`src/soc_macros.svh`:
```
// Shared bus widths, slave address map and timing divisors, included by RTL and testbench
`ifndef SOC_MACROS_SVH
`define SOC_MACROS_SVH

// Wishbone bus widths
`define WB_DW 16
`define WB_AW 32
`define WB_SW 2

// Slave address decode, base and mask
`define ROM_BASE  32'h0000_1000
`define ROM_MASK  32'hFFFF_F000
`define DISP_BASE 32'hF000_0000
`define DISP_MASK 32'hFFFF_FFFC
`define UART_BASE 32'hF000_0004
`define UART_MASK 32'hFFFF_FFFC
`define RAM_BASE  32'h1000_0000
`define RAM_MASK  32'hFFFF_F000

// Depth of ROM and RAM in 16-bit words
`define MEM_WORDS 2048

// Clocks per UART bit and per displayed digit
`define UART_DIV 8
`define SEG_SCAN 4

`endif

```
`src/periph_pkg.sv`:
```
// Peripheral-side types for the UART registers and the seven-segment display
package periph_pkg;

  // UART register select, taken from address bit 1
  typedef enum logic {
    UART_DATA = 1'b0,
    UART_STAT = 1'b1
  } uart_reg_e;

  // Bit positions inside the UART status word
  typedef enum int unsigned {
    STAT_RX_VALID = 0,
    STAT_TX_BUSY  = 1
  } uart_stat_bits;

  // Active-low segments, bit 7 is the decimal point
  // Bits 6..0 drive g..a
  typedef logic [7:0] seg_pat_t;

endpackage

```
`src/nexys7seg_wb.sv`:
```
// Four-digit seven-segment controller, one Wishbone register shown as hex with anode scan
`timescale 1ns/100ps
`include "soc_macros.svh"

module nexys7seg_wb (
  input  logic                 clk_i,
  input  logic                 rst_i,
  input  logic [`WB_DW-1:0]    wb_dat_i,
  input  logic [`WB_SW-1:0]    wb_sel_i,
  input  logic                 wb_we_i,
  input  logic                 wb_cyc_i,
  input  logic                 wb_stb_i,
  output logic                 wb_ack_o,
  output periph_pkg::seg_pat_t seg_o,
  output logic [3:0]           an_o
);

  localparam int SW = $clog2(`SEG_SCAN);

  logic [`WB_DW-1:0] disp_q;
  logic [SW-1:0]     scan_cnt;
  logic [1:0]        digit_q;
  logic [3:0]        nib;
  logic              req;

  assign req = wb_cyc_i && wb_stb_i && !wb_ack_o;

  // Bus side, register written by byte lanes
  always_ff @(posedge clk_i) begin
    if (rst_i) begin
      wb_ack_o <= 1'b0;
      disp_q   <= '0;
    end else begin
      wb_ack_o <= req;
      if (req && wb_we_i) begin
        for (int i = 0; i < `WB_SW; i++) begin
          if (wb_sel_i[i]) disp_q[8*i +: 8] <= wb_dat_i[8*i +: 8];
        end
      end
    end
  end

  // Scan, anodes dark until the first tick then digit 0 onward
  always_ff @(posedge clk_i) begin
    if (rst_i) begin
      scan_cnt <= '0;
      digit_q  <= '0;
      an_o     <= 4'b1111;
    end else if (scan_cnt == SW'(`SEG_SCAN - 1)) begin
      scan_cnt <= '0;
      if (an_o == 4'b1111) begin
        an_o <= 4'b1110;
      end else begin
        // Rotate the low anode, digit follows
        an_o    <= {an_o[2:0], an_o[3]};
        digit_q <= digit_q + 2'd1;
      end
    end else begin
      scan_cnt <= scan_cnt + SW'(1);
    end
  end

  assign nib = disp_q[{digit_q, 2'b00} +: 4];

  // Hex to segments, decimal point kept dark
  always_comb begin
    case (nib)
      4'h0: seg_o = 8'hC0;
      4'h1: seg_o = 8'hF9;
      4'h2: seg_o = 8'hA4;
      4'h3: seg_o = 8'hB0;
      4'h4: seg_o = 8'h99;
      4'h5: seg_o = 8'h92;
      4'h6: seg_o = 8'h82;
      4'h7: seg_o = 8'hF8;
      4'h8: seg_o = 8'h80;
      4'h9: seg_o = 8'h90;
      4'hA: seg_o = 8'h88;
      4'hB: seg_o = 8'h83;
      4'hC: seg_o = 8'hC6;
      4'hD: seg_o = 8'hA1;
      4'hE: seg_o = 8'h86;
      default: seg_o = 8'h8E;
    endcase
  end

endmodule

```
`config.mk`:
```
export PLATFORM = sky130hd
export DESIGN_NAME = nexys7seg_wb
export DESIGN_NICKNAME = d
export VERILOG_FILES = /design/src/periph_pkg.sv /design/src/nexys7seg_wb.sv
export VERILOG_INCLUDE_DIRS = /design/src /design/src/src
export SDC_FILE = /design/constraint.sdc
export NUM_CORES = 1
export LEC_CHECK = 0
export BUFFER_PORTS_ARGS = -buffer_cell sky130_fd_sc_hd__clkbuf_2
export CORE_MARGIN = 3
export CORE_UTILIZATION = 55
export CTS_CLUSTER_SIZE = 28
export DETAILED_ROUTE_END_ITERATION = 8
export PLACE_DENSITY = 0.88
export SLEW_MARGIN = 5
export SYNTH_ARGS = -nofsm -noshare
export SYNTH_HDL_FRONTEND = slang
export SYNTH_SLANG_ARGS = --single-unit
```
`constraint.sdc`:
```
create_clock -name clk_i -period 3.3 [get_ports clk_i]
set_input_delay 0.33 -clock clk_i [delete_from_list [all_inputs] [get_ports clk_i]]
set_output_delay 0.33 -clock clk_i [all_outputs]
set_load 0.02 [all_outputs]
```
# Word level (Yosys, flattened, before mapping)

Memories as Yosys holds them, arrays and structs flattened.
Cells that the tools add are included.

Add/sub/neg operators: 2
Eq/ne operators: 2
Shift operators: 1
Multiplexer cells: 1
Bitwise operators: 1
Reduce and logical (&&, ||, !) cells: 8

Operators with widths:

| cell                                        | number |
|---|---|
| variable part select 16 x 5 -> 4 bit        | 1 |
| AND reduction 2 bit                         | 3 |
| adder 2 x 1 -> 2 bit, second input constant | 2 |
| == test 4 bit, second input constant        | 1 |
| two-way mux 4 bit                           | 1 |
| logical AND 1 bit                           | 3 |
| == test 2 bit, second input constant        | 1 |
| OR reduction 2 bit                          | 1 |
| logical NOT 1 bit                           | 1 |
| inverter 1 bit                              | 1 |

Register bits: 25
Memory bits (read-only): 112
Output and inout port bits: 13
Word-level logic and storage cells: 22
Memories: 1

Memory list:

| name             | depth | width | read ports | clocked after memory_dff | wr ports | line               | text |
|---|---|---|---|---|---|---|---|
| (name not given) | 16    | 7     | 1          | 0                        | 0        | nexys7seg_wb.sv:67 | `case (nib)` |

# Depth between registers and ports, before layout

Depth in word-level cells: 4
Gate-level depth with buffers: 7
Mapped depth without buffers: 6

# Worst setup path before layout

OpenSTA, ideal clock, no wires.

Path kind: register to output
Start: reg digit_q[0]
End: out seg_o[3]
Arrival time: 1817 ps
Required time: 2970 ps
Path slack: 1153 ps
Stages on the path, launching flop included: 8
Path buffers: 1
Cells stage by stage: dfxtp_1 buf_6 mux4_2 inv_1 ha_1 inv_1 mux2i_1 mux2i_1

Cells in the longest elaborated chain, start to end: 2

Ends and longest elaborated chain:

| item                                 | line               | text |
|---|---|---|
| from (decl)                          | nexys7seg_wb.sv:22 | `logic [1:0] digit_q;` |
| from (signal assigned)               | nexys7seg_wb.sv:56 | `digit_q <= digit_q + 2'd1;` |
| variable part select 16 x 5 -> 4 bit | nexys7seg_wb.sv:63 | `assign nib = disp_q[{digit_q, 2'b00} +: 4];` |
| memory read (16 x 7 bit)             | n/a                |  |
| to (decl)                            | nexys7seg_wb.sv:14 | `output periph_pkg::seg_pat_t seg_o,` |

Every way passes these cells.

# Worst setup path in the final report

Start: reg digit_q[0]
End: out seg_o[0]

Same word-level chain as after synthesis.

==> flow_metrics.tcl <==
set metrics [dict create \
    hold_viol_final 0 \
    regArea_um2 500.5 \
    synth_area_leader_cell "dfxtp_1" \
    postSynthCellCount 150 \
    reg2reg_to "disp_q[0]" \
    crit_type "flip-flop to primary output" \
    clk_latency_ns 0.31 \
    die_w_um 55.66 \
    drt_iter0_markers 40 \
    cap_violations 0 \
    reg2reg_depth 3 \
    numPortBuffers 34 \
    area_growth_pct 11.90 \
    tns_ns 0 \
    crit_chain "mux4_1 > xnor2_1 > a211oi_2 > clkbuf_2" \
    design.die.area_mm2 0.003098 \
    hold-path-endpoint "disp_q[7]" \
    ctsResizeCount 0 \
    grt_usage 0.1920 \
    rrSetupSlack_ns 1.78 \
    clockBufferDepth 2 \
    worst_clock_skew_ns 0.003479 \
    yosysWarnings 0 \
    cts_setup_buffers 0 \
    num_vias 1175 \
    drc 0 \
    layout_common_cells "clkbuf_2 (34), dfxtp_1 (25), nand3_1 (19)" \
    start_util 0.5959 \
    cts_tree "done" \
    cp-end-kind "primary output" \
    min_from "wb_dat_i[7]" \
    final_common_cell "clkbuf_2" \
    ctsHoldBuffers 0 \
    holdPathStages 3 \
    timing.fmax_ghz 0.3739 \
    critical_path_buf_inv_count 1 \
    grt_pass1_wl_um 4878 \
    drt_pass1_iterations 5 \
    setup_viol 0 \
    pin_count 36 \
    diodes 0 \
    final_area_mm2 0.001518 \
    core_mm2 0.002276 \
    antenna_found_initial 0 \
    clkTransAtPathRegs_ns 0.13 \
    worstPathMaxFanout 14 \
    r2r_start "wb_ack_o" \
    arrival_ns 2.34 \
    final_cells 204 \
    nFillCells 203 \
    rsz0062_at_grt "false" \
    htree_num_levels 1 \
    p_leak_nw 0.5833 \
    cts_sinks 25 \
    root_buffer "clkbuf_4" \
    dpl_cell_area_mm2 0.001490 \
    final.min_clock_period_ns 2.674 \
    syn_nets 180 \
    nets 207 \
    synth_area_mm2 0.001356 \
    cp_slowest_cell "mux4_1" \
    wl_per_cell_um 14.06 \
    cts_buffers 3 \
    die_y_um 55.66 \
    synth_cell_type_count 34 \
    overflow 0 \
    ant_nets 0 \
    dpl.hpwl_um 2226 \
    tightest_slew_ns 0.5473 \
    maxSlewHeadroom 0.6349 \
    startpoint_type "flip-flop" \
    slew_viol_final 0 \
    powerDensity_mw_per_mm2 352.8 \
    synth_area_leaders "dfxtp_1 (37%), nand3_1 (7.0%), a21oi_1 (6.6%), o21ai_0 (6.6%), ha_1 (6.5%)" \
    peakVddDrop_v 0.0003669 \
    place_inst 200 \
    grt_max_degree 26 \
    rows 17 \
    status "finished, final reports clean" \
    avgSynthCellArea_um2 9.042 \
    synth.top_cell.area_share 0.3690 \
    grt_pass1_vias 1114 \
    synth-seq-area-share 0.3690 \
    max_stage_delay_ns 0.84 \
    finalWirelength_um 2869 \
    fin_crit_sh 0.8104 \
    worstHoldPathType "input pin to flip-flop" \
    required_ns 2.97 \
    drive_above_1_share 0.2443 \
    place_congestion 0.8628 \
    multi_input_area_um2 747.0 \
    drt-vias-per-instance 5.760 \
    critPathTopFamily "multiplexers" \
    ys_ff_latch 25 \
]
==> sequential cells by signal (all words and copies together), names as in the netlist <==
register,cells
an_o,4
digit_q,2
disp_q,16
scan_cnt,2
wb_ack_o,1
==> worst register-to-register path: stages (launching register included) <==
cell	delay, ns
dfxtp_1	0.36
nand4b_1	0.52
o21ai_0	0.40
a21oi_1	0.12
==> where the power goes <==
part / switching [mW] / total (mW) / internal [mW]
Sequential: 0.00741 / 0.321 / 0.313
Combinational: 0.0489 / 0.0825 / 0.0336
Clock: 0.0868 / 0.132 / 0.0453
==> worst max-delay path by stage <==
stage,slack (ns),cells past startpoint,from,end
after floorplan,1.15,7,digit_q[0],seg_o[3]
after global placement,1.07,4,digit_q[0],seg_o[0]
after detailed placement,0.98,4,digit_q[0],seg_o[0]
after CTS,0.61,4,digit_q[0],seg_o[0]
after global routing,0.45,4,digit_q[0],seg_o[0]
final,0.63,4,digit_q[0],seg_o[0]
==> metrics by stage <==
step / power [mW] / setup slack [ns] / utilization / hold slack, ns
global route: 0.5685 / 0.4510 / 0.6669 / 0.2181
floorplan: 0.3831 / 1.153 / - / 0.4043
global placement: 0.4047 / 1.073 / 0.6548 / 0.4125
detailed placement: 0.4099 / 0.9829 / 0.6548 / 0.4230
finish: 0.5354 / 0.6256 / 0.6669 / 0.2363
CTS: 0.5384 / 0.6110 / 0.6669 / 0.2286
==> layout make-up <==
class	count	area share
Tap cell	28	0.02308
Multi-Input combinational cell	103	0.4922
Sequential cell	25	0.3298
Timing Repair Buffer	34	0.1121
Clock buffer	3	0.01484
Clock inverter	1	0.003298
Inverter	10	0.02473
==> synth_stat cells, drive strengths merged <==
library cell / count
nor2: 1
nand4b: 1
conb: 1
mux4: 4
nand2: 1
inv: 10
xnor2: 1
a211o: 3
mux2: 3
nand3: 19
nand3b: 1
mux2i: 4
nor3b: 4
ha: 7
a21oi: 18
o21ai: 21
buf: 4
o31ai: 1
clkbuf: 8
or3: 1
and4: 1
dfxtp: 25
nor3: 2
or4: 1
nand2b: 1
a221o: 1
and4b: 1
and2: 3
a21o: 1
a211oi: 1
==> metal layers <==
metal | global-route usage | part of all wire | up-vias
met1 | 0.2432 | 0.43 | 533
met2 | 0.3361 | 0.50 | 43
li1 | - | - | 595
met5 | 0 | 0 | -
met4 | 0.06597 | 0.010 | 0
met3 | 0.02088 | 0.060 | 4
==> cell families after synthesis <==
logic type	synth area share
AO/OA/AOI/OAI	0.1910
AND/OR/NAND/NOR	0.1596
flip-flops	0.3690
buffers and inverters	0.08026
multiplexers	0.1264
adder cells (fa/ha/maj)	0.06457
other	0.002765
XOR/XNOR	0.006459
No activity file was read; power rests on OpenSTA's default activity.
