**config.mk**
```make
export PLATFORM = sky130hd
export DESIGN_NAME = wb_intercon
export DESIGN_NICKNAME = d
export VERILOG_FILES = /design/src/wb_pkg.sv /design/src/wb_intercon.sv
export VERILOG_INCLUDE_DIRS = /design/src /design/src/src
export SDC_FILE = /design/constraint.sdc
export NUM_CORES = 1
export LEC_CHECK = 0
export BUFFER_PORTS_ARGS = -buffer_cell sky130_fd_sc_hd__buf_2
export CORE_AREA = 2 2 136 138
export DETAILED_ROUTE_END_ITERATION = 8
export DIE_AREA = 0 0 138 140
export SLEW_MARGIN = 20
export SYNTH_ARGS = -nofsm -noshare
export SYNTH_HDL_FRONTEND = slang
export SYNTH_SLANG_ARGS = --single-unit
export TNS_END_PERCENT = 100
```
**constraint.sdc**
```tcl
create_clock -name vclk -period 2.44
set_input_delay 0.366 -clock vclk [all_inputs]
set_output_delay 0.366 -clock vclk [all_outputs]
set_load 0.02 [all_outputs]
```
**src/soc_macros.svh**
```systemverilog
// Shared bus widths, slave address map and timing divisors, included by RTL and testbench
`ifndef SOC_MACROS_SVH
`define SOC_MACROS_SVH

// Wishbone bus widths
`define WB_DW 16
`define WB_AW 32
`define WB_SW 2

// Slave address decode, base and mask
`define ROM_BASE  32'h0000_1000
`define ROM_MASK  32'hFFFF_F000
`define DISP_BASE 32'hF000_0000
`define DISP_MASK 32'hFFFF_FFFC
`define UART_BASE 32'hF000_0004
`define UART_MASK 32'hFFFF_FFFC
`define RAM_BASE  32'h1000_0000
`define RAM_MASK  32'hFFFF_F000

// Depth of ROM and RAM in 16-bit words
`define MEM_WORDS 2048

// Clocks per UART bit and per displayed digit
`define UART_DIV 8
`define SEG_SCAN 4

`endif

```
**src/wb_pkg.sv**
```systemverilog
// Bus-side types shared by the interconnect, the memories and the testbench
`include "soc_macros.svh"

package wb_pkg;

  // One address word, seen whole for decode or split for memory indexing
  typedef union packed {
    logic [`WB_AW-1:0] raw;
    struct packed {
      logic [19:0] page;
      logic [11:0] offset;
    } fld;
  } wb_addr_u;

  // Slave picked by the decoder, lowest index first
  typedef enum logic [2:0] {
    SLV_ROM,
    SLV_DISP,
    SLV_UART,
    SLV_RAM,
    SLV_NONE
  } wb_slave_e;

endpackage

```
**src/wb_intercon.sv**
```systemverilog
// Single-master Wishbone interconnect, decodes four base/mask slaves and routes strobes and acks
`timescale 1ns/100ps
`include "soc_macros.svh"

module wb_intercon #(
  parameter logic [`WB_AW-1:0] slave_0_addr = `ROM_BASE,
  parameter logic [`WB_AW-1:0] slave_0_mask = `ROM_MASK,
  parameter logic [`WB_AW-1:0] slave_1_addr = `DISP_BASE,
  parameter logic [`WB_AW-1:0] slave_1_mask = `DISP_MASK,
  parameter logic [`WB_AW-1:0] slave_2_addr = `UART_BASE,
  parameter logic [`WB_AW-1:0] slave_2_mask = `UART_MASK,
  parameter logic [`WB_AW-1:0] slave_3_addr = `RAM_BASE,
  parameter logic [`WB_AW-1:0] slave_3_mask = `RAM_MASK
) (
  // Master side
  input  logic [`WB_AW-1:0] wbm_adr_i,
  input  logic [`WB_DW-1:0] wbm_dat_i,
  input  logic [`WB_SW-1:0] wbm_sel_i,
  input  logic              wbm_we_i,
  input  logic              wbm_cyc_i,
  input  logic              wbm_stb_i,
  output logic [`WB_DW-1:0] wbm_dat_o,
  output logic              wbm_ack_o,
  // Slave 0, boot ROM
  output logic [`WB_AW-1:0] wbs_0_adr_o,
  output logic [`WB_DW-1:0] wbs_0_dat_o,
  output logic [`WB_SW-1:0] wbs_0_sel_o,
  output logic              wbs_0_we_o,
  output logic              wbs_0_cyc_o,
  output logic              wbs_0_stb_o,
  input  logic [`WB_DW-1:0] wbs_0_dat_i,
  input  logic              wbs_0_ack_i,
  // Slave 1, display
  output logic [`WB_AW-1:0] wbs_1_adr_o,
  output logic [`WB_DW-1:0] wbs_1_dat_o,
  output logic [`WB_SW-1:0] wbs_1_sel_o,
  output logic              wbs_1_we_o,
  output logic              wbs_1_cyc_o,
  output logic              wbs_1_stb_o,
  input  logic [`WB_DW-1:0] wbs_1_dat_i,
  input  logic              wbs_1_ack_i,
  // Slave 2, UART
  output logic [`WB_AW-1:0] wbs_2_adr_o,
  output logic [`WB_DW-1:0] wbs_2_dat_o,
  output logic [`WB_SW-1:0] wbs_2_sel_o,
  output logic              wbs_2_we_o,
  output logic              wbs_2_cyc_o,
  output logic              wbs_2_stb_o,
  input  logic [`WB_DW-1:0] wbs_2_dat_i,
  input  logic              wbs_2_ack_i,
  // Slave 3, RAM
  output logic [`WB_AW-1:0] wbs_3_adr_o,
  output logic [`WB_DW-1:0] wbs_3_dat_o,
  output logic [`WB_SW-1:0] wbs_3_sel_o,
  output logic              wbs_3_we_o,
  output logic              wbs_3_cyc_o,
  output logic              wbs_3_stb_o,
  input  logic [`WB_DW-1:0] wbs_3_dat_i,
  input  logic              wbs_3_ack_i
);

  wb_pkg::wb_addr_u  adr;
  wb_pkg::wb_slave_e slv;

  assign adr = wbm_adr_i;

  // Priority decode on the raw address view
  always_comb begin
    if ((adr.raw & slave_0_mask) == slave_0_addr) slv = wb_pkg::SLV_ROM;
    else if ((adr.raw & slave_1_mask) == slave_1_addr) slv = wb_pkg::SLV_DISP;
    else if ((adr.raw & slave_2_mask) == slave_2_addr) slv = wb_pkg::SLV_UART;
    else if ((adr.raw & slave_3_mask) == slave_3_addr) slv = wb_pkg::SLV_RAM;
    else slv = wb_pkg::SLV_NONE;
  end

  // Address, data, select and write enable go to every slave
  assign {wbs_0_adr_o, wbs_1_adr_o, wbs_2_adr_o, wbs_3_adr_o} = {4{wbm_adr_i}};
  assign {wbs_0_dat_o, wbs_1_dat_o, wbs_2_dat_o, wbs_3_dat_o} = {4{wbm_dat_i}};
  assign {wbs_0_sel_o, wbs_1_sel_o, wbs_2_sel_o, wbs_3_sel_o} = {4{wbm_sel_i}};
  assign {wbs_0_we_o, wbs_1_we_o, wbs_2_we_o, wbs_3_we_o} = {4{wbm_we_i}};

  // Cycle and strobe only on the selected slave
  assign wbs_0_cyc_o = wbm_cyc_i && (slv == wb_pkg::SLV_ROM);
  assign wbs_1_cyc_o = wbm_cyc_i && (slv == wb_pkg::SLV_DISP);
  assign wbs_2_cyc_o = wbm_cyc_i && (slv == wb_pkg::SLV_UART);
  assign wbs_3_cyc_o = wbm_cyc_i && (slv == wb_pkg::SLV_RAM);
  assign wbs_0_stb_o = wbm_stb_i && (slv == wb_pkg::SLV_ROM);
  assign wbs_1_stb_o = wbm_stb_i && (slv == wb_pkg::SLV_DISP);
  assign wbs_2_stb_o = wbm_stb_i && (slv == wb_pkg::SLV_UART);
  assign wbs_3_stb_o = wbm_stb_i && (slv == wb_pkg::SLV_RAM);

  // Return path, a miss acks at once with zero data
  always_comb begin
    case (slv)
      wb_pkg::SLV_ROM:  {wbm_dat_o, wbm_ack_o} = {wbs_0_dat_i, wbs_0_ack_i};
      wb_pkg::SLV_DISP: {wbm_dat_o, wbm_ack_o} = {wbs_1_dat_i, wbs_1_ack_i};
      wb_pkg::SLV_UART: {wbm_dat_o, wbm_ack_o} = {wbs_2_dat_i, wbs_2_ack_i};
      wb_pkg::SLV_RAM:  {wbm_dat_o, wbm_ack_o} = {wbs_3_dat_i, wbs_3_ack_i};
      default:          {wbm_dat_o, wbm_ack_o} = {{`WB_DW{1'b0}}, wbm_cyc_i & wbm_stb_i};
    endcase
  end

endmodule

```
Yosys cells after proc, flatten, opt, wreduce, memory -nomap -nowiden --
Index checks and enable logic that the tools add are counted.
Cells by class: div/mod/pow operators 0, order comparisons 0, add/sub/neg operators 0, equal/unequal tests 7, muxes and demuxes 6, $mul 0, shift operators 0, reductions and logical operators 9, bitwise operators 1
Operators with widths (count):
- $pmux W16 S4 | 1
- $eq A30 B30 Y1 const B | 2
- $eq A20 B1 Y1 const B | 1
- $eq A20 B17 Y1 const B | 1
- $mux W3 | 4
- $logic_and A1 B1 Y1 | 8
- $eq A3 B2 Y1 const B | 2
- $pmux W1 S4 | 1
- $eq A3 B1 Y1 const B | 1
- $logic_not A3 Y1 | 1
- $and A1 B1 Y1 | 1
Storage, ports and cells: bits in writable memories 0, word-level logic and storage cells 23, bits in read-only memories 0, memories 0, register bits 0, latch bits 0, output and inout bits 229

Logic depth before layout (Yosys ltp) --
Gate-level depths: netlist of run 1.
depth after elaboration 7, gate-level depth with buffers 7

Least setup slack after synthesis of run 1 --
No wires, ideal clock.
path kind input -> output, start input port wbm_adr_i[17], end output port wbm_ack_o, stages on the path 6, path slack 139 ps, path buffers 1, data arrival time 1935 ps, data required time 2074 ps, cells stage by stage nor4_4 > nand3_4 > nor4_4 > buf_6 > a22oi_1 > a21oi_1
On the way: cells in the longest elaborated chain, start to end 7, elaborated cells on any way between the ends 13, classes of those cells eq/ne: 7; mux: 5; reduce/logical: 1
RTL lines:
- from (decl) | RTL line wb_intercon.sv:16 | input logic [`WB_AW-1:0] wbm_adr_i,
- $eq A20 B17 Y1 | RTL line wb_intercon.sv:72 | else if ((adr.raw & slave_3_mask) == slave_3_addr) slv = wb_pkg::SLV_RAM;
- $mux W3 | RTL line wb_intercon.sv:72
- $mux W3 | RTL line wb_intercon.sv:71 | else if ((adr.raw & slave_2_mask) == slave_2_addr) slv = wb_pkg::SLV_UART;
- $mux W3 | RTL line wb_intercon.sv:70 | else if ((adr.raw & slave_1_mask) == slave_1_addr) slv = wb_pkg::SLV_DISP;
- $mux W3 (*) | RTL line wb_intercon.sv:69 | if ((adr.raw & slave_0_mask) == slave_0_addr) slv = wb_pkg::SLV_ROM;
- $eq A3 B2 Y1 (tied with other cells) | RTL line wb_intercon.sv:94 | case (slv)
- $pmux W1 S4 (*) | RTL line wb_intercon.sv:94
- to (decl) | RTL line wb_intercon.sv:23 | output logic wbm_ack_o,
Mark *: on every way between the ends. The rest lies on a longest branch, timed or not.

Worst setup path in the final report of run 1 --
start input port wbm_adr_i[8], end output port wbm_dat_o[15]
On the way: cells in the longest elaborated chain, start to end 6, elaborated cells on any way between the ends 10, classes of those cells eq/ne: 5; mux: 4; reduce/logical: 1
RTL lines:
- $eq A30 B30 Y1 | RTL line wb_intercon.sv:71
- $mux W3 | RTL line wb_intercon.sv:71
- $mux W3 (*) | RTL line wb_intercon.sv:70
- $mux W3 (*) | RTL line wb_intercon.sv:69
- $eq A3 B2 Y1 (tied with other cells) | RTL line wb_intercon.sv:94
- $pmux W16 S4 (*) | RTL line wb_intercon.sv:94
- to (decl) | RTL line wb_intercon.sv:22 | output logic [`WB_DW-1:0] wbm_dat_o,
Marks and branches as above.

==> impl_metrics.csv, run 1 <==
group,metric,value,unit
synthesis,syn_area,2472,um2
floorplan,fp.coreArea,17780,um2
setup_path,crit_start,"wbm_adr_i[8]",
sta,hold_violations,0,
pwr,p_comb_share,100.0,%
pwr,p_int,0.0001951,W
floorplan,rows,49,
pwr,p_leak,1.653,nW
floorplan,die_width,138,um
cells_and_area,final_cell_mix,"217 x buf_2, 43 x buf_4, 22 x buf_6",
cells_and_area,multiInputGateArea,1031,um2
run_status,status,"finished, violations left",
cells_and_area,fillCellCount,2000,
routing,drt-initial-drc-count,56,
run_status,violations,"negative setup slack",
cells_and_area,seq_cells,0,
sta,period_share,103.5,%
placement,place.gp.congestion,0.6865,
cells_and_area,finalNetCount,516,
sta,rsz0062_at_grt,"true",
floorplan,dieArea,19320,um2
synthesis,synth_cell_types,28,
cells_and_area,final_cells,622,
grt,track_usage,8.365,%
cells_and_area,utilization,17.75,%
flow_run,max-cap-violations,0,
placement,hpwlAfterDp,7062,um
setup_path,crit_type,"in2out",
cts,hold_buffers,0,
placement,dp_cells,606,
worst_hold_path,hp-start,"wbm_dat_i[14]",
setup_path,critPathCaptureType,"primary output",
setup_path,cp_max_fo,5,
pwr,pwr-share-seq,0,%
synthesis,postSynthAreaPerCell,7.849,um2
setup_path,crit_required,2.07,ns
routing,routed_wirelength,9078,um
cells_and_area,area_delta_synth_final,27.63,%
floorplan,top_level_ports,350,
synthesis,yosysWarnings,0,
routing,wl_per_cell,14.59,um
cells_and_area,n_antenna_cell,0,
sta,layout_min_cycle_time,2.526,ns
pwr,clkPwrFrac,0,%
synthesis,syn_nets,436,
sta,max_freq,0.3958,GHz
routing,drc,0,
floorplan,initial_utilization,13.91,%
setup_path,worstPathArrival,2.16,ns
cells_and_area,num-clock-buffers,0,
cells_and_area,layout_commonest_cell,"buf_2",
pwr,cellPowerDensity,145.9,nW/um2
pwr,ir_drop,0.06359,mV
routing,ant_nets,0,
cells_and_area,seq_area,0,um2
setup_path,start_kind,"primary input",
sta,fin_ws,-0.08642,ns
grt,grt_pass1_vias,2035,
sta,slew_violations,0,
floorplan,die_h,140,um
sta,tightestPinTransition,0.5167,ns
routing,firstDrtPassIters,4,
pwr,p_sw,0.0002653,W
sta,slew_headroom,65.55,%
pwr,switching_share,57.62,%
routing,viasPerCell,3.487,
synthesis,syn_inst,315,
grt,antenna_found_initial,0,
cells_and_area,post_route_cells_drive_above_1_share,92.88,%
grt,grt_overflow,0,
worst_hold_path,holdCritPathClass,"in2out",
sta,setup_viol,15,
placement,port_buffers,245,
grt,grt_pass1_wl,12610,um
synthesis,seq_area_frac_synth,0,%
grt,grt_max_degree,21,
routing,vias,2169,
[synthesized netlist by cell type, types with 4 or more instances]
| library cell | n | area (um2) |
|---|---|---|
| buf_4 | 204 | 1531 |
| a22oi_1 | 17 | 127.6 |
| mux2_2 | 17 | 191.4 |
| a21oi_2 | 10 | 87.58 |
| nand3_2 | 10 | 100.1 |
| a21oi_1 | 7 | 35.03 |
| nand3_1 | 6 | 30.03 |
| and2_1 | 5 | 31.28 |
| nor3_1 | 4 | 20.02 |
| nor4_4 | 4 | 85.08 |
[critical path, stage by stage]
cell	delay (ns)
buf_6	0.09
or4_4	0.56
buf_6	0.15
nor4_4	0.32
buf_6	0.18
buf_12	0.14
a22oi_2	0.06
a21oi_2	0.16
buf_6	0.14
[final cells by class]
cell class,count,share of cell area (%)
timing repair buffer,291,58.13
multi-input combinational,101,32.67
tap,229,9.080
inverter,1,0.1190
[path summary, 6_finish.rpt]
kind,endpoint,slack [ns],cells after the start
hold / removal,wbs_0_dat_o[14],0.73,0
setup / recovery,wbm_dat_o[15],-0.09,9
[stage by stage]
stage / cell area [um2] / setup WS (ns) / hold WS (ns) / TNS (ns) / total power [W]
finish: 3156 / -0.08642 / 0.7320 / -0.8434 / 0.0004604
global route: 3156 / -0.1554 / 0.7321 / -2.012 / 0.0004886
CTS: 2964 / -0.07975 / 0.7323 / -0.9976 / 0.0004535
detailed placement: 2671 / -0.1516 / 0.7323 / -1.682 / 0.0004335
global placement: 2671 / -0.1377 / 0.7323 / -1.515 / 0.0004319
floorplan: 2472 / 0.1386 / 0.8446 / 0 / 0.0005384
[cell families (layout without fill, tap and decap cells)]
family / Yosys count / count (layout) / synth area share, %
buffers and inverters: 215 / 292 / 65.13
AOI/OAI and AO/OA: 35 / 35 / 10.48
and+or+nand+nor: 48 / 49 / 16.65
muxes: 17 / 17 / 7.743
[power groups by stage]
stage,clock network (W),logic [W],registers (W)
global route,0,0.000489,0
detailed placement,0,0.000434,0
floorplan,0,0.000538,0
global placement,0,0.000432,0
CTS,0,0.000453,0
finish,0,0.000460,0
[what timing repair did]
item | in CTS | in global routing
buffers inserted | 8 | 6
resized for setup | 48 | 35
setup endpoints to repair | 18 | 19
gates cloned | 3 | 0
endpoints found under the hold margin | 0 | 0
pin swaps | 31 | 25
[metal layers]
metal,GRT usage [%],vias up,wire (um)
met5,0,-,0
met4,1.933,0,201
met3,1.880,18,750
met2,15.63,168,4661
met1,9.682,965,3464
li1,-,1018,-
Power figures use the tool's default switching activity.
==> inputs of run 2 (changes only) <==
--- a/config.mk
+++ b/config.mk
@@ -11,4 +11,5 @@
 export DETAILED_ROUTE_END_ITERATION = 8
 export DIE_AREA = 0 0 138 140
+export RECOVER_POWER = 25
 export SLEW_MARGIN = 20
 export SYNTH_ARGS = -nofsm -noshare
==> constraint.sdc (replaced) <==
create_clock -name vclk -period 2.44
set_input_delay 0.122 -clock vclk [all_inputs]
set_output_delay 0.122 -clock vclk [all_outputs]
set_load 0.02 [all_outputs]
==> run 2 against run 1 <==
  * Cell count is 6.1% lower
  * Wire length fell by 12%
  * Core utilization is 3.9 points lower
  * Final area fell by 22%
  * Flip-flop and latch count stayed put
  * The run now ends clean
  * Via count down 6.6%
  * Combinational power shrank 11%
  * Worst hold slack got worse by 0.49 ns
  * Worst setup slack better by 0.32 ns
  * Non-clock buffer count is 37 lower
==> impl_metrics.csv, run 2 (synthesis gave the netlist of run 1 again) <==
group,metric,value,unit
sta,slew_headroom,33.25,%
flow_run,max-cap-violations,0,
sta,layout_min_cycle_time,2.202,ns
sta,rsz0062_at_grt,"false",
setup_path,cp_max_fo,10,
run_status,status,"complete, no violations",
cts,hold_buffers,0,
floorplan,dieArea,19320,um2
grt,antenna_found_initial,0,
setup_path,crit_type,"in2out",
sta,setup_viol,0,
routing,firstDrtPassIters,4,
routing,drt-initial-drc-count,81,
routing,drc,0,
worst_hold_path,holdCritPathClass,"in2out",
sta,slew_violations,0,
routing,ant_nets,0,
floorplan,fp.coreArea,17780,um2
floorplan,initial_utilization,13.91,%
floorplan,die_width,138,um
grt,track_usage,7.023,%
sta,finalSetupTns,0,ns
routing,met3WireLength,840,um
pwr,cellPowerDensity,166.1,nW/um2
placement,place.gp.congestion,0.6829,
setup_path,start_kind,"primary input",
setup_path,crit_required,2.32,ns
cells_and_area,fillCellCount,2039,
cells_and_area,area_delta_synth_final,-0.4555,%
routing,top_layer,"met4",
cells_and_area,seq_area,0,um2
sta,max_freq,0.4541,GHz
setup_path,critPathCaptureType,"primary output",
cells_and_area,num-clock-buffers,0,
setup_path,worstPathArrival,2.08,ns
grt,grt_max_degree,26,
routing,wl_per_cell,13.63,um
pwr,p_leak,1.341,nW
grt,grt_pass1_wl,10720,um
pwr,ir_drop,0.06949,mV
cells_and_area,multiInputGateArea,877.1,um2
cells_and_area,layout_commonest_cell,"buf_2",
cells_and_area,seq_cells,0,
routing,vias,2026,
cells_and_area,n_antenna_cell,0,
cells_and_area,final_cell_mix,"245 x buf_2, 17 x mux2_2, 17 x a22oi_1",
sta,hold_violations,0,
placement,hpwlAfterDp,6752,um
grt,grt_overflow,0,
cells_and_area,finalNetCount,478,
sta,period_share,90.25,%
grt,grt_pass1_vias,1802,
routing,routed_wirelength,7959,um
pwr,p_total,0.0004087,W
floorplan,rows,49,
sta,tightestPinTransition,0.9959,ns
routing,met1_length,2923,um
floorplan,top_level_ports,350,
cells_and_area,post_route_cells_drive_above_1_share,84.79,%
routing,wl_met2,4014,um
placement,port_buffers,245,
routing,viasPerCell,3.469,
floorplan,die_h,140,um
[run 2: cell types whose count changed in the layout (fill, tap and decap cells not counted), sizes merged]
cell / delta
buf: -37
or4: -1
[run 2: layout make-up]
type                       instances  area share [%]
tap                              229           11.64
timing repair buffer             254           52.57
inverter                           1          0.1525
multi-input combinational        100           35.64
[run 2: power by group]
group / internal, W / leakage [nW] / switching [W]
Sequential: 0 / 0 / 0
Clock: 0 / 0 / 0
Combinational: 0.000158 / 1.34 / 0.000251
Total: 0.000158 / 1.34 / 0.000251
[run 2: worst paths after layout]
path	start	to	slack, ns	depth (start not counted)
setup / recovery	wbm_adr_i[29]	wbm_dat_o[9]	0.24	9
hold / removal	wbm_dat_i[7]	wbs_0_dat_o[7]	0.24	0
[run 2: repair_timing]
action / CTS / global route
setup buffers: 0 / 0
endpoints found under the setup margin: 0 / 6
resized for setup: 0 / 1
[run 2: metrics by stage]
step | cell area [um2] | setup slack [ns] | hold WS (ns) | utilization, % | cells
after CTS | 2456 | 0.03516 | 0.2443 | 13.81 | 584
after floorplan | 2472 | 0.6266 | 0.3566 | - | 315
after global placement | 2456 | 0.05517 | 0.2443 | 13.81 | 584
after detailed placement | 2456 | 0.03495 | 0.2443 | 13.81 | 584
final | 2461 | 0.2379 | 0.2440 | 13.84 | 584
after global routing | 2461 | 0.04965 | 0.2441 | 13.84 | 584
[run 2: layer usage]
metal,track usage [%],up-vias
met5,0,-
met1,7.637,906
met3,2.188,16
li1,-,937
met2,13.18,167
met4,1.826,0
[run 2: critical path, stage by stage]
cell,delay [ns]
buf_2,0.14
nor4b_2,0.16
nand4_1,0.15
nor4_1,0.07
buf_4,0.16
nor3_2,0.75
buf_4,0.32
a21oi_2,0.04
buf_2,0.16
