File: src/soc_macros.svh
// Shared bus widths, slave address map and timing divisors, included by RTL and testbench
`ifndef SOC_MACROS_SVH
`define SOC_MACROS_SVH

// Wishbone bus widths
`define WB_DW 16
`define WB_AW 32
`define WB_SW 2

// Slave address decode, base and mask
`define ROM_BASE  32'h0000_1000
`define ROM_MASK  32'hFFFF_F000
`define DISP_BASE 32'hF000_0000
`define DISP_MASK 32'hFFFF_FFFC
`define UART_BASE 32'hF000_0004
`define UART_MASK 32'hFFFF_FFFC
`define RAM_BASE  32'h1000_0000
`define RAM_MASK  32'hFFFF_F000

// Depth of ROM and RAM in 16-bit words
`define MEM_WORDS 2048

// Clocks per UART bit and per displayed digit
`define UART_DIV 8
`define SEG_SCAN 4

`endif

File: src/periph_pkg.sv
// Peripheral-side types for the UART registers and the seven-segment display
package periph_pkg;

  // UART register select, taken from address bit 1
  typedef enum logic {
    UART_DATA = 1'b0,
    UART_STAT = 1'b1
  } uart_reg_e;

  // Bit positions inside the UART status word
  typedef enum int unsigned {
    STAT_RX_VALID = 0,
    STAT_TX_BUSY  = 1
  } uart_stat_bits;

  // Active-low segments, bit 7 is the decimal point
  // Bits 6..0 drive g..a
  typedef logic [7:0] seg_pat_t;

endpackage

File: src/uart_wb.sv
// 8N1 UART on Wishbone, data and status registers, write ack held while the transmitter is busy
`timescale 1ns/100ps
`include "soc_macros.svh"

module uart_wb (
  input  logic              clk_i,
  input  logic              rst_i,
  input  logic [`WB_AW-1:0] wb_adr_i,
  input  logic [`WB_DW-1:0] wb_dat_i,
  input  logic [`WB_SW-1:0] wb_sel_i,
  input  logic              wb_we_i,
  input  logic              wb_cyc_i,
  input  logic              wb_stb_i,
  output logic [`WB_DW-1:0] wb_dat_o,
  output logic              wb_ack_o,
  input  logic              rx_i,
  output logic              tx_o
);

  localparam int DW = $clog2(`UART_DIV);

  periph_pkg::uart_reg_e reg_sel;
  logic              req, tx_wr, tx_go, rd_data;
  logic [`WB_DW-1:0] stat_word;
  // Transmitter
  logic              tx_busy;
  logic [9:0]        tx_shift;
  logic [3:0]        tx_bits;
  logic [DW-1:0]     tx_div;
  // Receiver
  logic              rx_meta, rx_s, rx_busy, rx_valid;
  logic [3:0]        rx_bits;
  logic [DW-1:0]     rx_div;
  logic [7:0]        rx_shift, rx_data;

  assign reg_sel = periph_pkg::uart_reg_e'(wb_adr_i[1]);
  assign req     = wb_cyc_i && wb_stb_i && !wb_ack_o;
  assign tx_wr   = req && wb_we_i && reg_sel == periph_pkg::UART_DATA && wb_sel_i[0];
  // Data write waits here until the frame ends
  assign tx_go   = tx_wr && !tx_busy;
  assign rd_data = req && !wb_we_i && reg_sel == periph_pkg::UART_DATA;

  always_comb begin
    stat_word = '0;
    stat_word[periph_pkg::STAT_RX_VALID] = rx_valid;
    stat_word[periph_pkg::STAT_TX_BUSY]  = tx_busy;
  end

  always_ff @(posedge clk_i) begin
    if (rst_i) wb_ack_o <= 1'b0;
    else wb_ack_o <= req && (!tx_wr || !tx_busy);
  end

  always_ff @(posedge clk_i) begin
    if (req && !wb_we_i) begin
      wb_dat_o <= (reg_sel == periph_pkg::UART_DATA) ? {8'h00, rx_data} : stat_word;
    end
  end

  // Frame is stop, data, start, shifted out LSB first one edge after the ack
  always_ff @(posedge clk_i) begin
    if (rst_i) begin
      tx_busy <= 1'b0;
      tx_o    <= 1'b1;
      tx_bits <= '0;
      tx_div  <= '0;
    end else if (tx_go) begin
      tx_busy  <= 1'b1;
      tx_shift <= {1'b1, wb_dat_i[7:0], 1'b0};
      tx_bits  <= 4'd10;
      tx_div   <= '0;
    end else if (tx_busy) begin
      if (tx_div != '0) begin
        tx_div <= tx_div - DW'(1);
      end else if (tx_bits == '0) begin
        // Stop bit has run its full time
        tx_busy <= 1'b0;
      end else begin
        tx_o     <= tx_shift[0];
        tx_shift <= {1'b1, tx_shift[9:1]};
        tx_bits  <= tx_bits - 4'd1;
        tx_div   <= DW'(`UART_DIV - 1);
      end
    end
  end

  // Two-flop sync, then sample at mid-bit
  always_ff @(posedge clk_i) begin
    if (rst_i) begin
      rx_meta  <= 1'b1;
      rx_s     <= 1'b1;
      rx_busy  <= 1'b0;
      rx_valid <= 1'b0;
      rx_bits  <= '0;
      rx_div   <= '0;
    end else begin
      rx_meta <= rx_i;
      rx_s    <= rx_meta;
      if (rd_data) rx_valid <= 1'b0;
      if (!rx_busy) begin
        if (!rx_s) begin
          rx_busy <= 1'b1;
          rx_bits <= '0;
          rx_div  <= DW'(`UART_DIV / 2 - 1);
        end
      end else if (rx_div != '0) begin
        rx_div <= rx_div - DW'(1);
      end else begin
        rx_div <= DW'(`UART_DIV - 1);
        if (rx_bits == '0) begin
          // Glitch, line back high at mid start bit
          if (rx_s) rx_busy <= 1'b0;
          else rx_bits <= 4'd1;
        end else if (rx_bits <= 4'd8) begin
          rx_shift <= {rx_s, rx_shift[7:1]};
          rx_bits  <= rx_bits + 4'd1;
        end else begin
          // Stop bit sampled, new byte wins over a read clear
          rx_busy  <= 1'b0;
          rx_data  <= rx_shift;
          rx_valid <= 1'b1;
        end
      end
    end
  end

endmodule

File: config.mk
export PLATFORM = sky130hd
export DESIGN_NAME = uart_wb
export DESIGN_NICKNAME = d
export VERILOG_FILES = /design/src/periph_pkg.sv /design/src/uart_wb.sv
export VERILOG_INCLUDE_DIRS = /design/src /design/src/src
export SDC_FILE = /design/constraint.sdc
export NUM_CORES = 1
export LEC_CHECK = 0
export BUFFER_PORTS_ARGS = -buffer_cell sky130_fd_sc_hd__buf_2
export CAP_MARGIN = 10
export CORE_MARGIN = 10
export CORE_UTILIZATION = 25
export CTS_CLUSTER_SIZE = 12
export DETAILED_ROUTE_END_ITERATION = 10
export PLACE_DENSITY_LB_ADDON = 0.15
export SYNTH_ARGS = -nofsm -noshare
export SYNTH_HDL_FRONTEND = slang
export SYNTH_SLANG_ARGS = --single-unit
File: constraint.sdc
create_clock -name clk_i -period 4.5 [get_ports clk_i]
set_input_delay 0 -clock clk_i [delete_from_list [all_inputs] [get_ports clk_i]]
set_output_delay 0 -clock clk_i [all_outputs]
set_load 0.05 [all_outputs]
# --- After elaboration in Yosys (flattened, before gate mapping) ---
# Index checks and enable logic that the tools add are counted.
word_totals:
  output_inout_bits: 18
  wordCells: 100
  reg_bits: 63
  in_bits: 56
classes:
  mux: 34
  addsub: 4
  n_lt_le_gt_ge: 1
  bitwise: 8
  reduce_logical: 28
  n_eq_ne: 7
op_table:
  columns: ["operator", "n"]
  rows:
  - ["$mux W4", 10]
  - ["$mux W10", 3]
  - ["$mux W3", 5]
  - ["$mux W1", 14]
  - ["$reduce_and A4 Y1", 3]
  - ["$reduce_and A5 Y1", 2]
  - ["$logic_and A1 B1 Y1", 9]
  - ["$mux W9", 1]
  - ["$logic_not A4 Y1", 2]
  - ["$ne A2 B2 Y1 const B", 4]
  - ["$not A1 Y1", 8]
  - ["$reduce_and A3 Y1", 2]
  - ["$reduce_bool A3 Y1", 2]
  - ["$sub A3 B1 Y3 const B", 2]
  - ["$add A4 B1 Y4 const B", 1]
  - ["$le A4 B4 Y1 const B", 1]
  - ["$logic_not A1 Y1", 4]
  - ["$sub A4 B1 Y4 const B", 1]
  - ["$ne A3 B1 Y1 const B", 1]
  - ["$ne A3 B3 Y1 const B", 1]
  - ["$mux W2", 1]
  - ["$ne A2 B1 Y1 const B", 1]
  - ["$reduce_and A2 Y1", 1]
  - ["$reduce_bool A2 Y1", 1]
  - ["2 further kinds", 2]

# --- Logic depth before layout (Yosys ltp) ---
# Gate-level depths: netlist of the first run.
depth:
  ltp_word: 9
  depth_mapped: 7
  depth_no_buf: 6

# --- Least setup slack after synthesis of the first run ---
# No wires, ideal clock.
synth_path:
  kind: "register to register"
  startpoint: "register wb_ack_o"
  endpoint: "register tx_shift[0] (enable)"
  stages_incl_launch_ff: 6
  required_time_ns: 4.122
  period_less_slack_ns: 2.299
  n_path_buf: 2
  arrival_time_ns: 1.921
  slack_ns: 2.201
  setup_time_ns: 0.378
  path_cell_list: "dfxtp_1 nand3b_1 or4_4 buf_6 buf_8 a21oi_1"
synth_via:
  elab_chain_len: 8
  elab_cells_between_ends: 10
  cone_classes: "eq/ne (2); reduce/logical (8)"
synth_rtl:
  columns: ["element", "line_no", "source"]
  rows:
  - ["start, declared", "uart_wb.sv:15", "output logic wb_ack_o,"]
  - ["start signal, assigned", "uart_wb.sv:51", "else wb_ack_o <= req && (!tx_wr || !tx_busy);"]
  - ["$logic_not A1 Y1 *", "uart_wb.sv:37", "assign req = wb_cyc_i && wb_stb_i && !wb_ack_o;"]
  - ["$logic_and A1 B1 Y1 *", "uart_wb.sv:37", null]
  - ["$logic_and A1 B1 Y1 * (3 in series)", "uart_wb.sv:38", "assign tx_wr = req && wb_we_i && reg_sel == periph_pkg::UART_DATA && wb_sel_i[0];"]
  - ["$logic_and A1 B1 Y1 *", "uart_wb.sv:40", "assign tx_go = tx_wr && !tx_busy;"]
  - ["$ne A2 B2 Y1 (no line) / $reduce_bool A2 Y1 (equally long branches)", null, null]
  - ["$reduce_and A4 Y1 (no line) *", null, null]
  - ["end signal, assigned", "uart_wb.sv:69", "tx_shift <= {1'b1, wb_dat_i[7:0], 1'b0};"]
  - ["end signal, assigned", "uart_wb.sv:80", "tx_shift <= {1'b1, tx_shift[9:1]};"]
  - ["end, declared", "uart_wb.sv:27", "logic [9:0] tx_shift;"]
# Every way passes the cells marked *; elsewhere a longest branch is shown, timed or not.
# A chain may end at the register's enable or synchronous reset.

# --- Worst setup path in the final report of the first run ---
layout_path:
  startpoint: "register tx_div[0]"
  endpoint: "register tx_shift[4] (enable)"
layout_via:
  elab_chain_len: 3
layout_rtl:
  columns: ["element", "line_no", "source"]
  rows:
  - ["start, declared", "uart_wb.sv:29", "logic [DW-1:0] tx_div;"]
  - ["start signal, assigned", "uart_wb.sv:74", "tx_div <= tx_div - DW'(1);"]
  - ["start signal, assigned", "uart_wb.sv:82", "tx_div <= DW'(`UART_DIV - 1);"]
  - ["$reduce_bool A3 Y1", "uart_wb.sv:73", "if (tx_div != '0) begin"]
  - ["$ne A2 B2 Y1 (no line)", null, null]
  - ["$reduce_and A4 Y1 (no line)", null, null]
# Every way passes these cells.

==> flow_summary.toml, run 1 <==
[clock_network]
cts_root_buf = "clkbuf_8"
cts_tree = "yes"
htree_levels = 2
cts.repair.resized = 0
clkSinkCount = 54
clkTransAtPathRegs_ns = 0.10
cts_max_path_buffers = 2
clk_latency_ns = 0.30
cts_inserted_buffers = 5
cts_setup_buffers = 0

[cells_and_area]
utilization_pct = 29.3
drive_above_1_share_pct = 24.0
nets = 280
regArea_um2 = 1410
stdcell_area_um2 = 2690
multiInputGateArea_um2 = 800
antenna_cells = 0
areaGrowthSynthToFinish_pct = 14.4
fill_cells = 958

[global_route]
grt_overflow = 0
grt_pass1_wl_um = 6520
grt_pass1_vias = 1388
antenna_found_initial = 0
grt_usage_pct = 5.91
grt_max_degree = 23

[logic_synthesis]
synth.most_common_cell = "edfxtp_1"
synth_area_um2 = 2350
syn_area_per_cell_um2 = 12.6
synth_top_flop_cell = "edfxtp_1"
synth_top_area_share_pct = 42.2
synthTopCellsByCount = "edfxtp_1, dfxtp_1"
synth-edff-count = 33
yosysUniqueCellTypes = 47
synth_area_leader_cell = "edfxtp_1"
async_reset_ff_share_pct = 0
yosys_warnings = 0
synthTopCellsByArea = "edfxtp_1, dfxtp_1, ha_1"
synth-seq-cells = 54
seq_area_frac_synth_pct = 60.0
syn_inst = 186

[die]
ios = 74
die-area_um2 = 13700
die_w_um = 117
fp.coreArea_um2 = 9200
rows = 35
die_h_um = 117
initial_utilization_pct = 25.6

[drt]
drt_iter0_drc = 36
vias = 1366
met2_length_um = 1730
ant_nets = 0
highest_layer = "met4"
firstDrtPassIters = 4
wl_met3_um = 225
wire_per_inst_um = 11.8
drc = 0
vias_per_cell = 4.16
routed_wl_um = 3880
m1WireLength_um = 1870

[sta]
fin_crit_ns = 2.26
clock.fmax_mhz = 442
post-route-period-util_pct = 50.3
rsz0062_at_grt = "no"
hold_viol = 0
setup_viol = 0
maxSlewHeadroom_pct = 41.1
drv_slew = 0
finalSetupTns_ns = 0
finalClockSkew_ns = 0.0124
worst_pin_slew_ns = 0.883

[pwr]
power.leakage_nw = 0.955
powerDensity_nw_per_um2 = 328
peakVddDrop_uv = 124

[run_status]
status = "finished, final reports clean"

[setup_path]
worstSetupStartpointType = "flop"
arrival_ns = 2.21
timing.rr.start = "tx_div[0]"
cp_max_fo = 9
cp.required_ns = 4.44
timing.rr.end = "tx_shift[4]"
ff2ff_path_depth = 6
r2r_slack_ns = 2.24
criticalPathCategory = "flop to flop"
end_kind = "flop"

[place]
io_buffers = 25
gp_congestion = 0.724
post_dp_cell_area_um2 = 2510
dpl.hpwl_um = 2700

[min_path]
hold_class = "input port to flop"
holdPathEnd = "tx_shift[4]"
whs_path_depth = 2
hp-start = "wb_dat_i[3]"

[job]
drv_cap = 0
==> cell type report <==
cell class | instances | area share, %
Tap cell | 111 | 5.16
Timing Repair Buffer | 33 | 7.63
Multi-Input combinational cell | 112 | 29.7
Inverter | 10 | 1.40
Sequential cell | 54 | 52.5
Clock inverter | 3 | 1.07
Clock buffer | 5 | 2.56
==> worst max-delay path by stage <==
stage	endpoint	slack, ns	startpoint	depth (start not counted)
floorplan	tx_shift[0]	2.20	wb_ack_o	5
global placement	tx_shift[8]	2.16	tx_div[0]	6
detailed placement	tx_shift[4]	2.15	tx_div[0]	6
CTS	tx_shift[8]	2.16	tx_div[0]	6
global route	tx_shift[7]	2.00	tx_div[0]	6
finish	tx_shift[4]	2.24	tx_div[0]	6
==> worst max-delay path, stage by stage (launching register included) <==
cell and delay [ns]:
dfxtp_1 0.33, inv_1 0.08, ha_1 0.15, nor2b_1 0.29, and3b_2 0.31, inv_1 0.05
a21oi_1 0.70
==> cell usage in the layout (no fill, tap or decap), types with 4 or more instances in the layout <==
master | Yosys | layout
mux2_2 | 6 | 6
nor2b_1 | 10 | 10
dfxtp_1 | 21 | 21
dlygate4sd3_1 | 0 | 8
buf_2 | 1 | 25
a21oi_1 | 10 | 10
nor2_1 | 10 | 10
edfxtp_1 | 33 | 33
ha_1 | 8 | 8
mux2_4 | 4 | 4
o31ai_1 | 4 | 4
nand2b_1 | 4 | 4
nand2_1 | 5 | 5
inv_1 | 10 | 10
conb_1 | 1 | 8
clkbuf_8 | 0 | 5
==> registers in the layout (all words and copies together) (netlist names), 3 cells and up <==
signal	cells
tx_div	3
wb_dat_o	8
tx_shift	9
rx_div	3
rx_data	8
tx_bits	4
rx_bits	4
rx_shift	8
==> routing by layer <==
layer,GRT usage (%),vias up
met1,7.59,630
met2,9.04,26
met3,1.63,2
met5,0,-
met4,2.72,0
li1,-,708
==> cell families after synthesis <==
| family | after synthesis | synth area share [%] |
|---|---|---|
| buffers and inverters | 27 | 7.08 |
| adders and majority gates | 8 | 4.26 |
| DFF | 54 | 60.0 |
| AOI/OAI and AO/OA | 27 | 7.93 |
| muxes | 10 | 5.43 |
| and+or+nand+nor | 57 | 14.4 |
| xor gates and xnor gates | 2 | 0.745 |
| other | 1 | 0.160 |
==> repair_timing <==
item,CTS,global route
endpoints found under the setup margin,0,0
endpoints found under the hold margin,8,0
hold buffers,8,0
==> metrics by stage <==
step | setup WS [ns] | instances | hold slack, ns | total power [mW]
after global routing | 2.00 | 328 | 0.0213 | 0.926
after floorplan | 2.20 | 193 | 0.104 | 0.597
after detailed placement | 2.15 | 312 | 0.185 | 0.606
after CTS | 2.16 | 328 | 0.00823 | 0.905
after global placement | 2.16 | 312 | 0.184 | 0.606
final | 2.24 | 328 | 0.0239 | 0.882
==> where the power goes <==
group          internal, mW  total [mW]  switching, mW
logic                0.0226      0.0673         0.0448
registers             0.527       0.532        0.00483
clock network         0.116       0.283          0.168
(Power assumes the default switching activity.)
==> run 2: changes to the inputs <==
==> constraint.sdc (replaced) <==
create_clock -name clk_i -period 2.31 [get_ports clk_i]
set_input_delay 0 -clock clk_i [delete_from_list [all_inputs] [get_ports clk_i]]
set_output_delay 0 -clock clk_i [all_outputs]
set_load 0.05 [all_outputs]
==> run 2 against run 1 <==
Compared with the run above:
- first-iteration DRC count rose by 78%
- worst hold slack got worse by 0.020 ns
- combinational power rose by 93%
- utilization rose by 0.24 points
- final area rose by 0.84%
- clock skew fell by 0.0012 ns
- final cell count rose by 0.91%
- sequential share of layout area fell by 0.44 points
- sequential power rose by 95%
- count of clock-buffer cells in the layout did not move
- global-route usage fell by 0.078 points
- die area did not move
- critical path type unchanged
==> flow_summary.toml, run 2 (synthesized netlist as in run 1, its figures left out) <==
[run_status]
status = "finished, final reports clean"

[sta]
maxSlewHeadroom_pct = 57.6
worst_pin_slew_ns = 0.633
finalSetupTns_ns = 0
post-route-period-util_pct = 78.6
clock.fmax_mhz = 551
rsz0062_at_grt = "no"
hold_viol = 0
drv_slew = 0
finalClockSkew_ns = 0.0112
layout_setup_ws_ns = 0.495
fin_crit_ns = 1.81
setup_viol = 0

[clock_network]
cts_inserted_buffers = 5
cts_max_path_buffers = 2
cts_setup_buffers = 0
clk_latency_ns = 0.31
clkSinkCount = 54
cts_hold_buf = 8
cts_tree = "yes"
clkTransAtPathRegs_ns = 0.11
cts_root_buf = "clkbuf_8"
htree_levels = 2
cts.repair.resized = 0

[place]
io_buffers = 25
pre_cts_ws_ns = 0.467
dpl.hpwl_um = 2650
gp_congestion = 0.716
dp_cells = 315

[die]
rows = 35
die_w_um = 117
die_h_um = 117
ios = 74
die-area_um2 = 13700
initial_utilization_pct = 25.6
fp.coreArea_um2 = 9200

[cells_and_area]
layout_common_cells = "edfxtp_1, buf_2, dfxtp_1"
largest-register = "tx_shift"
multiInputGateArea_um2 = 800
antenna_cells = 0
fill_cells = 962
stdcell_count = 331
nets = 283
regArea_um2 = 1410
largest_reg_flops = 9
drive_above_1_share_pct = 25.0
final_common_cell = "edfxtp_1"
areaGrowthSynthToFinish_pct = 15.4

[setup_path]
end_kind = "flop"
worstSetupStartpointType = "flop"
cp_max_fo = 9
cp.required_ns = 2.35
criticalPathCategory = "flop to flop"
arrival_ns = 1.85

[global_route]
grt_usage_pct = 5.84
grt_max_degree = 23
grt_overflow = 0
grt_pass1_wl_um = 6400
antenna_found_initial = 0
grt_pass1_vias = 1299

[drt]
vias_per_cell = 4.11
routed_wl_um = 3850
firstDrtPassIters = 4
drc = 0
ant_nets = 0
drt_iter0_drc = 64
vias = 1362
wire_per_inst_um = 11.6

[job]
drv_cap = 0

[min_path]
hold_class = "input port to flop"

[pwr]
powerDensity_nw_per_um2 = 640
peakVddDrop_uv = 236
power.leakage_nw = 0.972
[run 2: cell count changes in the layout (fill, tap and decap cells not counted), sizes merged]
cell,before,now
buf,25,28
[run 2: report_power, final]
part	internal [mW]	switching (mW)
clock network	0.226	0.345
registers	1.03	0.00947
logic	0.0441	0.0862
total	1.30	0.441
[run 2: layout make-up]
| cell class | count | share of cell area, % |
|---|---|---|
| clock inverter | 3 | 1.06 |
| timing repair buffer | 36 | 8.39 |
| sequential | 54 | 52.0 |
| multi-input combinational | 112 | 29.5 |
| inverter | 10 | 1.38 |
| clock buffer | 5 | 2.54 |
| tap | 111 | 5.12 |
[run 2: worst paths after layout]
kind,start,end,slack [ns],cells after the start
setup / recovery,tx_div[0],tx_shift[8],0.50,7
hold / removal,wb_dat_i[3],tx_shift[4],0.004,2
setup reg to reg,tx_div[0],tx_shift[8],0.50,7
hold reg to reg,rx_shift[0],rx_data[0],0.42,0
[run 2: per-layer routing]
layer / vias up / GRT usage, % / wire length, um
li1: 710 / - / -
met3: 5 / 1.73 / 199
met4: 0 / 2.97 / 67
met2: 27 / 8.74 / 1660
met5: - / 0 / 0
met1: 620 / 7.45 / 1920
[run 2: worst max-delay path, cell delays in order (launching register included)]
cell and delay, ns:
dfxtp_1 0.34, inv_1 0.08, ha_1 0.16, nor2b_1 0.27
and3b_2 0.30, inv_1 0.05, a21oi_1 0.14, buf_4 0.20
[run 2: per-stage QoR]
stage	utilization [%]	hold slack, ns	power (mW)	cell area, um^2
3_5_place_dp	27.6	0.185	1.18	2530
6_report	29.5	0.00353	1.74	2710
2_1_floorplan	-	0.104	1.16	2380
4_1_cts	29.5	0.00183	1.77	2710
3_3_place_gp	27.6	0.183	1.18	2530
5_1_grt	29.5	0.00491	1.81	2710
==> run 3: changes to the inputs <==
--- a/config.mk
+++ b/config.mk
@@ -6,6 +6,7 @@
 export SDC_FILE = /design/constraint.sdc
 export NUM_CORES = 1
 export LEC_CHECK = 0
+export ABC_AREA = 1
 export BUFFER_PORTS_ARGS = -buffer_cell sky130_fd_sc_hd__buf_2
 export CAP_MARGIN = 10
 export CORE_MARGIN = 10
==> constraint.sdc (replaced) <==
create_clock -name clk_i -period 1.9 [get_ports clk_i]
set_input_delay 0 -clock clk_i [delete_from_list [all_inputs] [get_ports clk_i]]
set_output_delay 0 -clock clk_i [all_outputs]
set_load 0.05 [all_outputs]
==> run 3 against run 2 <==
Compared with the run above:
- wire length rose by 8.7%
- total power grew 23%
- sequential power rose by 21%
- critical endpoint is now rx_data[3]
- largest cell class unchanged
- largest power group unchanged
==> flow_summary.toml, run 3 <==
[job]
drv_cap = 0

[logic_synthesis]
synth-seq-cells = 54
synth_top_flop_cell = "edfxtp_1"
yosys.area_share.adder_pct = 4.11
synth_area_leader_cell = "edfxtp_1"
synth_top_family_by_area = "simple AND/OR/NAND/NOR gates"
seq_area_frac_synth_pct = 57.9
synth_area_um2 = 2440
synthTopCellsByArea = "edfxtp_1, dfxtp_1, nand2_1"
synth_compound_area_share_pct = 6.72
synth.most_common_cell = "nand2_1"
synth_simple_gate_area_share_pct = 20.4
synthMuxAreaShare_pct = 0
synth-edff-count = 33
yosysUniqueCellTypes = 38
synth_top_area_share_pct = 40.7
async_reset_ff_share_pct = 0
syn_area_per_cell_um2 = 10.2
synth-xor-area-share_pct = 0.359
syn_inst = 240
yosys_warnings = 0
synthTopCellsByCount = "nand2_1, edfxtp_1, inv_1, dfxtp_1, nor2_1"

[setup_path]
worstSetupStartpointType = "flop"
criticalPathCategory = "flop to flop"
arrival_ns = 1.59
end_kind = "flop"
cp.required_ns = 1.93
cp_max_fo = 9

[sta]
rsz0062_at_grt = "no"
fin_crit_ns = 1.56
hold_viol = 0
setup_viol = 0
post-route-period-util_pct = 82.1
clock.fmax_mhz = 641
finalClockSkew_ns = 0.00800
drv_slew = 0
finalSetupTns_ns = 0

[global_route]
grt_pass1_vias = 1530
grt_pass1_wl_um = 7240
antenna_found_initial = 0
grt_max_degree = 20
grt_overflow = 0
grt_usage_pct = 6.02

[clock_network]
cts_root_buf = "clkbuf_8"
cts.repair.resized = 0
htree_levels = 2
clkTransAtPathRegs_ns = 0.11
clk_latency_ns = 0.31
cts_setup_buffers = 0
cts_inserted_buffers = 5
clkSinkCount = 54
cts_tree = "yes"
cts_max_path_buffers = 2

[die]
die_h_um = 119
ios = 74
die_w_um = 119
rows = 35
die-area_um2 = 14100
initial_utilization_pct = 26.0
fp.coreArea_um2 = 9370

[cells_and_area]
drive_above_1_share_pct = 24.4
antenna_cells = 0
areaGrowthSynthToFinish_pct = 18.4
stdcell_count = 412
final_common_cell = "nand2_1"
nets = 346
largest-register = "tx_shift"
layout_common_cells = "nand2_1, edfxtp_1, inv_1"
largest_reg_flops = 9

[drt]
drc = 0
vias_per_cell = 3.78
ant_nets = 0
firstDrtPassIters = 4
wire_per_inst_um = 10.2
drt_iter0_drc = 65
vias = 1556
routed_wl_um = 4190

[place]
io_buffers = 25
dp_cells = 395
dpl.hpwl_um = 3040
gp_congestion = 0.700

[pwr]
power.leakage_nw = 1.23
powerDensity_nw_per_um2 = 743
p_total_mw = 2.14
peakVddDrop_uv = 307

[min_path]
hold_class = "input port to flop"

[run_status]
status = "finished, final reports clean"
==> run 3: through the flow <==
stage               util [%]  hold slack (ns)  cell area, um^2  setup slack [ns]
floorplan                  -            0.104             2460            0.0889
global placement        28.8            0.186             2700             0.325
detailed placement      28.8            0.194             2700             0.331
CTS                     30.8           0.0225             2890             0.316
global route            30.8           0.0414             2890             0.149
finish                  30.8           0.0268             2890             0.341
==> run 3: timing repair <==
| action | in CTS | in global routing |
|---|---|---|
| setup endpoints to repair | 0 | 0 |
| endpoints found under the hold margin | 9 | 0 |
| hold buffers | 9 | 0 |
==> run 3: path summary, 6_finish.rpt <==
| path | start | end | slack, ns | depth (start not counted) |
|---|---|---|---|---|
| setup / recovery | rx_div[0] | rx_data[3] | 0.34 | 7 |
| hold / removal | rst_i | rx_bits[2] | 0.03 | 2 |
| setup reg to reg | rx_div[0] | rx_data[3] | 0.34 | 7 |
| hold reg to reg | rx_meta | rx_s | 0.42 | 1 |
==> run 3: cell families (layout without fill, tap and decap cells) <==
kind of cell	count (synthesis)	in the layout
DFF	54	54
buffers and inverters	51	87
adders and majority gates	8	8
AOI/OAI and AO/OA	27	27
other	1	8
xor gates and xnor gates	1	1
and+or+nand+nor	98	98
==> run 3: worst max-delay path, stage by stage (launching register included) <==
cell	delay, ns
dfxtp_1	0.33
inv_1	0.09
ha_1	0.18
inv_1	0.06
nor2_1	0.20
nand4_1	0.13
nor2_1	0.11
buf_4	0.19
==> run 3: area by class of cell <==
class                           count  area, um^2
Inverter                           39         154
Sequential cell                    54        1410
Fill cell                        1013        6490
Tap cell                          129         161
Timing Repair Buffer               40         260
Clock inverter                      3        28.8
Multi-Input combinational cell    142         801
Clock buffer                        5        68.8
==> run 3: report_power, final <==
group          internal, mW  leakage (nW)  switching (mW)
Combinational        0.0612         0.711           0.133
Clock                 0.274        0.0502           0.418
Sequential             1.25         0.469          0.0100
==> run 3: layer usage <==
metal  part of all wire [%]  GRT usage (%)  vias up
met1                     51           7.60      678
met4                    1.1           2.06        0
met2                     42           9.13       28
met5                      0              0        -
li1                       -              -      845
met3                    5.8           2.38        5
